## config.mk

```make
export PLATFORM = sky130hd
export DESIGN_NAME = mac_sideband_top
export DESIGN_NICKNAME = d
export VERILOG_FILES = /design/src/mac_sideband_pkg.sv /design/src/stats_serializer.sv /design/src/pause_deframer.sv /design/src/mac_sideband_top.sv
export VERILOG_INCLUDE_DIRS = /design/src /design/src/src
export SDC_FILE = /design/constraint.sdc
export NUM_CORES = 1
export LEC_CHECK = 0
export BUFFER_PORTS_ARGS = -buffer_cell sky130_fd_sc_hd__buf_2
export CORE_MARGIN = 5
export CORE_UTILIZATION = 57
export DETAILED_ROUTE_END_ITERATION = 6
export PLACE_DENSITY = 0.94
export SLEW_MARGIN = 20
export SYNTH_ARGS = -nofsm -noshare
export SYNTH_HDL_FRONTEND = slang
export SYNTH_HIERARCHICAL = 1
export SYNTH_SLANG_ARGS = --single-unit
export TNS_END_PERCENT = 1
```

## constraint.sdc

```tcl
create_clock -name gtx_clk_bufg -period 2.9 [get_ports gtx_clk_bufg]
set_clock_uncertainty 0.05 [all_clocks]
set_input_delay 0.435 -clock gtx_clk_bufg [delete_from_list [all_inputs] [get_ports gtx_clk_bufg]]
set_output_delay 0.435 -clock gtx_clk_bufg [all_outputs]
set_load 0.02 [all_outputs]
```

## src/mac_sideband_cfg.svh

```systemverilog
//--------------------------------------
// mac sideband widths
// statistics vector, pause quanta and pause frame sizes
//--------------------------------------

`ifndef MAC_SIDEBAND_CFG_SVH
`define MAC_SIDEBAND_CFG_SVH

//--------------------------------------
// statistics vectors
//--------------------------------------

// receive statistics vector from the mac core
`define RX_STATS_W 28

// transmit statistics vector from the mac core
`define TX_STATS_W 32

//--------------------------------------
// pause interface
//--------------------------------------

// pause quanta carried by one serial pause word
`define PAUSE_QUANTA_W 16

// serial pause history length
// one leading zero, start bit, quanta, stop bit
// 19 bits for a 16 bit quanta
`define PAUSE_FRAME_W (`PAUSE_QUANTA_W + 3)

`endif

```

## src/mac_sideband_pkg.sv

```systemverilog
//--------------------------------------
// mac sideband types
// statistics vectors and pause control shared by rtl and testbench
//--------------------------------------

`include "mac_sideband_cfg.svh"

package mac_sideband_pkg;

  //--------------------------------------
  // statistics vectors
  //--------------------------------------

  // receive statistics as handed over by the mac
  // with its valid strobe
  // sent out msb first on rx_statistics_s
  typedef logic [`RX_STATS_W-1:0] rx_stats_vec_t;

  // transmit statistics, same handling as receive
  // only wider
  // sent out msb first on tx_statistics_s
  typedef logic [`TX_STATS_W-1:0] tx_stats_vec_t;

  //--------------------------------------
  // pause control
  //--------------------------------------

  // pause quanta in units of 512 bit times
  // as seen by the mac pause logic
  typedef logic [`PAUSE_QUANTA_W-1:0] pause_quanta_t;

  // pause request towards the mac
  // req is a one cycle pulse
  // val holds the quanta in the req cycle
  // and is zero otherwise
  typedef struct packed {
    logic          req;
    pause_quanta_t val;
  } pause_ctrl_t;

endpackage

```

## src/stats_serializer.sv

```systemverilog
//--------------------------------------
// statistics serialiser
// framed one wire copy of a statistics vector, msb first
//--------------------------------------

`timescale 1ns/10ps

module stats_serializer #(
  // payload carried by one frame
  // any packed type, width taken from its bits
  parameter type vec_t = logic [7:0]
) (
  input  logic gtx_clk_bufg,
  input  logic rst_n,

  // statistics strobe and vector
  // vector only sampled on a rising edge of valid
  input  logic valid,
  input  vec_t vector,

  // serial stream
  // start bit, vector msb first, stop bit, then zeros
  output logic serial
);

  //--------------------------------------
  // frame geometry
  //--------------------------------------

  // payload bits
  localparam int VEC_W = $bits(vec_t);

  // start bit + payload + stop bit
  localparam int FRAME_W = VEC_W + 2;

  //--------------------------------------
  // signals
  //--------------------------------------

  // valid from the previous cycle
  logic valid_q;

  // one cycle high on the first cycle of valid
  logic valid_rise;

  // vector as plain bits for framing
  logic [VEC_W-1:0] vec_bits;

  // frame in flight, top bit is on the wire
  logic [FRAME_W-1:0] shift_q;

  // next shifter contents
  logic [FRAME_W-1:0] shift_d;

  //--------------------------------------
  // valid edge detect
  //--------------------------------------

  // held valid gives one load only
  always_ff @(posedge gtx_clk_bufg or negedge rst_n) begin
    if (!rst_n) begin
      valid_q <= 1'b0;
    end else begin
      valid_q <= valid;
    end
  end

  assign valid_rise = valid & ~valid_q;

  //--------------------------------------
  // shifter
  //--------------------------------------

  assign vec_bits = vector;

  // load on a rising edge
  // a new edge mid frame simply restarts the frame
  always_comb begin
    if (valid_rise) begin
      shift_d = {1'b1, vec_bits, 1'b1};
    end else begin
      // free running, zero fill behind the frame
      shift_d = {shift_q[FRAME_W-2:0], 1'b0};
    end
  end

  // shifter always runs
  // idle line stays low once the stop bit has left
  always_ff @(posedge gtx_clk_bufg or negedge rst_n) begin
    if (!rst_n) begin
      shift_q <= '0;
    end else begin
      shift_q <= shift_d;
    end
  end

  // start bit shows up the cycle after the sampling edge
  assign serial = shift_q[FRAME_W-1];

endmodule

```

## src/pause_deframer.sv

```systemverilog
//--------------------------------------
// pause deframer
// serial pause word to a one cycle pause request with quanta
//--------------------------------------

`timescale 1ns/10ps

`include "mac_sideband_cfg.svh"

module pause_deframer (
  input  logic gtx_clk_bufg,
  input  logic rst_n,

  // serial pause line
  // idle zeros, start bit 1, quanta msb first, stop bit 1
  input  logic pause_req_s,

  // registered pause request towards the mac
  output mac_sideband_pkg::pause_ctrl_t pause_ctrl
);

  //--------------------------------------
  // history layout
  //--------------------------------------

  // history length, oldest bit at the top
  localparam int HIST_W = `PAUSE_FRAME_W;

  // quanta width
  localparam int QUANTA_W = `PAUSE_QUANTA_W;

  // bit positions inside the history
  // stop bit is the newest sample at bit 0
  // quanta sits just above it
  localparam int STOP_POS  = 0;
  localparam int START_POS = QUANTA_W + 1;
  localparam int ZERO_POS  = HIST_W - 1;

  //--------------------------------------
  // signals
  //--------------------------------------

  // last HIST_W samples of the serial line
  logic [HIST_W-1:0] hist_q;

  // zero, start and stop in place
  logic frame_match;

  // next pause_ctrl value
  mac_sideband_pkg::pause_ctrl_t ctrl_d;

  //--------------------------------------
  // serial history
  //--------------------------------------

  // newest sample enters at the low end
  always_ff @(posedge gtx_clk_bufg or negedge rst_n) begin
    if (!rst_n) begin
      hist_q <= '0;
    end else begin
      hist_q <= {hist_q[HIST_W-2:0], pause_req_s};
    end
  end

  //--------------------------------------
  // alignment test
  //--------------------------------------

  // leading zero keeps a long run of ones from matching twice
  // misaligned hits inside data are not filtered
  assign frame_match = ~hist_q[ZERO_POS] & hist_q[START_POS] & hist_q[STOP_POS];

  // quanta between start and stop, cleared when no match
  always_comb begin
    ctrl_d = '0;
    if (frame_match) begin
      ctrl_d.req = 1'b1;
      ctrl_d.val = hist_q[START_POS-1:STOP_POS+1];
    end
  end

  //--------------------------------------
  // output register
  //--------------------------------------

  // req is high for one cycle per aligned word
  always_ff @(posedge gtx_clk_bufg or negedge rst_n) begin
    if (!rst_n) begin
      pause_ctrl <= '0;
    end else begin
      pause_ctrl <= ctrl_d;
    end
  end

endmodule

```

## src/mac_sideband_top.sv

```systemverilog
//--------------------------------------
// mac sideband top
// rx and tx statistics serialisers, pause deframer
//--------------------------------------

`timescale 1ns/10ps

module mac_sideband_top (
  input  logic gtx_clk_bufg,
  input  logic rst_n,

  //--------------------------------------
  // statistics from the mac
  //--------------------------------------

  // receive statistics strobe and vector
  input  logic                           rx_statistics_valid,
  input  mac_sideband_pkg::rx_stats_vec_t rx_statistics_vector,

  // transmit statistics strobe and vector
  input  logic                           tx_statistics_valid,
  input  mac_sideband_pkg::tx_stats_vec_t tx_statistics_vector,

  //--------------------------------------
  // serial pause input
  //--------------------------------------

  input  logic                           pause_req_s,

  //--------------------------------------
  // serial statistics outputs
  //--------------------------------------

  // 30 cycle frames
  output logic                           rx_statistics_s,

  // 34 cycle frames
  output logic                           tx_statistics_s,

  //--------------------------------------
  // pause request towards the mac
  //--------------------------------------

  output mac_sideband_pkg::pause_ctrl_t  pause_ctrl
);

  //--------------------------------------
  // receive statistics
  //--------------------------------------

  // frame width follows rx_stats_vec_t
  stats_serializer #(
    .vec_t (mac_sideband_pkg::rx_stats_vec_t)
  ) i_rx_stats_ser (
    .gtx_clk_bufg (gtx_clk_bufg),
    .rst_n        (rst_n),
    .valid        (rx_statistics_valid),
    .vector       (rx_statistics_vector),
    .serial       (rx_statistics_s)
  );

  //--------------------------------------
  // transmit statistics
  //--------------------------------------

  // runs independently of the receive side
  // both may be mid frame together
  stats_serializer #(
    .vec_t (mac_sideband_pkg::tx_stats_vec_t)
  ) i_tx_stats_ser (
    .gtx_clk_bufg (gtx_clk_bufg),
    .rst_n        (rst_n),
    .valid        (tx_statistics_valid),
    .vector       (tx_statistics_vector),
    .serial       (tx_statistics_s)
  );

  //--------------------------------------
  // pause deframing
  //--------------------------------------

  // request pulse plus quanta, no handshake back
  pause_deframer i_pause_deframer (
    .gtx_clk_bufg (gtx_clk_bufg),
    .rst_n        (rst_n),
    .pause_req_s  (pause_req_s),
    .pause_ctrl   (pause_ctrl)
  );

endmodule

```

==> run summary <==
### Pwr
- Leak: 2.35 nW
- peak supply drop: 0.439 mV
- Pwr Density: 637 nW/µm²

### Synthesis
- post-synthesis instance area: 3760 µm²
- post-synthesis sequential area ratio: 67.9%
- number of synthesis warnings: 6
- Post-Synthesis Cells: 195
- number of distinct library cell variants in the gate-level netlist after synthesis: 10
- #FFs+latches synth: 102
- average size of a mapped cell: 19.3 µm²
- synthesized netlist net count: 260

### Place
- routability congestion estimate: 0.709
- post-DP HPWL: 4150 µm
- Setup WS pre-CTS: 1.30 ns
- # port buffers: 83
- Cell Count Post-Placement: 346

### STA
- final count of pins violating max slew: 0
- Finish-stage setup viols: 0
- post-route clock period utilization: 48.2%
- hold violation count in the final report: 0
- Worst Setup Slack, final: 1.50 ns
- minimum clock period after layout: 1.40 ns
- Final TNS setup: 0 ns
- tightest hold margin: 0.0254 ns
- RSZ-0062 raised after global routing: no
- slew of the pin with the lowest slew margin: 0.582 ns
- achievable frequency: 715 MHz
- headroom to the max-slew limit: 61.1%

### Setup path
- ordered list of cells on the worst path: nand2b_4 -> mux2_2
- biggest fanout along the worst timing path: 34
- worst endpoint required time: 3.10 ns
- signal arrival time at the worst endpoint: 1.59 ns
- cell family with the largest share of critical-path delay: simple AND/OR/NAND/NOR gates
- WS Path Type: reg2reg
- critical path's slowest cell: sky130_fd_sc_hd__nand2b_4
- crit path launch type: flop
- Critical Path Sink Type: flop
- worst stage delay on the critical path: 0.49 ns
- count of buffer and inverter cells on the critical path: 0

### Clocking
- cell at the root of the clock tree: sky130_fd_sc_hd__clkbuf_8
- level count of the clock H-tree: 3
- clock tree sinks: 102
- CTS Hold Bufs: 0
- Clock Path Buffers: 2
- Setup Fix Bufs, Post-CTS: 0
- TritonCTS clock tree: yes
- total CTS buffers: 9
- clk_lat worst skew: 0.36 ns
- clock slew at the register clock pins of the worst setup and hold paths: 0.10 ns
- quantity of gates resized following cts: 0

### Die
- Core Footprint: 6390 µm²
- Initial Utilization: 58.9%
- count of boundary I/O pins: 84
- Die Footprint: 8320 µm²
- Cell Rows: 29
- DIE WIDTH: 91.2 µm
- floorplan die height: 91.2 µm

### Global routing
- number of global-route vias before repair: 2,004
- pin count of the biggest net entering global routing: 56
- wire length of the first global-routing pass: 10,200 µm
- GR Util All Layers: 15.9%
- number of antenna violations at the first check in global routing: 0
- grt total ovfl: 0

### Status
- outcome: finished clean

### Route
- number of nets with antenna violations after routing: 0
- vias per std cell: 5.02
- average detailed-routed wire length per instance: 17.0 µm
- number of DRC markers after the initial detailed-route iteration: 41
- met2 routed WL: 3210 µm
- wire length on met3: 349 µm
- Detailed Routing Iterations Pass 1: 4
- met1 layer wirelength in the final routing: 2550 µm
- total DRC errors in the routed layout: 0
- vias post-DR: 1,818
- total routed wirelength: 6160 µm
- top sig layer: met4

### Layout
- final net count: 345
- Antenna Diode Count: 0
- share of layout cells above drive strength 1: 56.8%
- area delta synth->final: 16.4%
- Non-Filler Instances: 362

### Job
- max-capacitance violation count: 0

### Worst hold path
- min-delay worst type: in2async

layout make-up:
cell class / count / area [µm²]
inverter: 2 / 7.51
sequential: 102 / 2550
timing repair buffer: 84 / 438
multi-input combinational: 81 / 1090
clock buffer: 9 / 124
tap: 77 / 96.3
clock inverter: 7 / 65.1
fill: 459 / 2010
synth_stat cells:
| master | n | area [µm²] |
|---|---|---|
| sky130_fd_sc_hd__and3b_1 | 1 | 8.76 |
| sky130_fd_sc_hd__mux2_4 | 56 | 841 |
| sky130_fd_sc_hd__buf_4 | 2 | 15.0 |
| sky130_fd_sc_hd__inv_1 | 2 | 7.51 |
| sky130_fd_sc_hd__and4b_1 | 16 | 160 |
| sky130_fd_sc_hd__mux2_2 | 4 | 45.0 |
| sky130_fd_sc_hd__nand2b_1 | 2 | 12.5 |
| sky130_fd_sc_hd__nand2b_4 | 2 | 27.5 |
| sky130_fd_sc_hd__buf_6 | 8 | 90.1 |
| sky130_fd_sc_hd__dfrtp_1 | 102 | 2550 |
worst reg2reg max path, stage by stage, from the launching register on:
cell                       delay, ns
sky130_fd_sc_hd__dfrtp_1        0.34
sky130_fd_sc_hd__nand2b_4       0.49
sky130_fd_sc_hd__mux2_2         0.42
stage by stage:
stage	utilization [%]	area, µm²	power, mW
detailed placement	65.6	4190	1.98
global route	68.6	4380	2.93
CTS	68.6	4380	2.83
floorplan	-	3760	1.87
finish	68.6	4380	2.79
global placement	65.6	4190	1.97
final timing paths:
check,from,end,slack (ns),cells past startpoint
min in group gtx_clk_bufg,pause_req_s,i_pause_deframer/hist_q[0],0.14,1
worst max register to register,i_tx_stats_ser/valid_q,i_tx_stats_ser/shift_q[32],1.50,2
worst min-delay path,rst_n,i_rx_stats_ser/shift_q[28],0.03,1
max in group asynchronous,rst_n,i_pause_deframer/pause_ctrl[2],2.10,2
worst max-delay path,i_tx_stats_ser/valid_q,i_tx_stats_ser/shift_q[32],1.50,2
worst min register to register,i_pause_deframer/hist_q[2],i_pause_deframer/hist_q[3],0.32,0
routing by layer:
metal / global-route usage [%] / vias to the layer above
met5: 0 / -
met4: 4.40 / 0
met3: 5.87 / 6
met2: 25.5 / 47
met1: 20.3 / 915
li1: - / 850
power breakdown:
| part | leakage (nW) | internal [mW] | switching [mW] |
|---|---|---|---|
| combinational | 1.02 | 0.215 | 0.116 |
| sequential | 1.23 | 1.56 | 0.0572 |
| clock | 0.0943 | 0.333 | 0.502 |
registers in the layout (all words and copies together), names as in the netlist:
name,count
i_pause_deframer/hist_q,19
i_pause_deframer/pause_ctrl,17
i_rx_stats_ser/valid_q,1
i_rx_stats_ser/shift_q,30
i_tx_stats_ser/valid_q,1
i_tx_stats_ser/shift_q,34
cell families after synthesis:
kind of cell,Yosys count,share of synthesized area [%]
flops,102,67.9
mux,60,23.6
simple gates,21,5.56
buf+inv,12,3.00
cells in the final DEF, fill, tap and decap left out:
| cell | n |
|---|---|
| sky130_fd_sc_hd__dfrtp_1 | 102 |
| sky130_fd_sc_hd__buf_2 | 82 |
| sky130_fd_sc_hd__mux2_4 | 56 |
| sky130_fd_sc_hd__and4b_1 | 16 |
| sky130_fd_sc_hd__clkbuf_8 | 9 |
| sky130_fd_sc_hd__mux2_2 | 4 |
| sky130_fd_sc_hd__clkinv_4 | 2 |
| sky130_fd_sc_hd__inv_6 | 2 |
| sky130_fd_sc_hd__inv_8 | 2 |
| sky130_fd_sc_hd__nand2b_4 | 2 |
| sky130_fd_sc_hd__inv_1 | 2 |
| sky130_fd_sc_hd__nand2b_1 | 2 |
| sky130_fd_sc_hd__clkinvlp_4 | 1 |
| sky130_fd_sc_hd__and3b_1 | 1 |
| sky130_fd_sc_hd__buf_4 | 1 |
| sky130_fd_sc_hd__buf_12 | 1 |
Power figures use the tool's default switching activity.
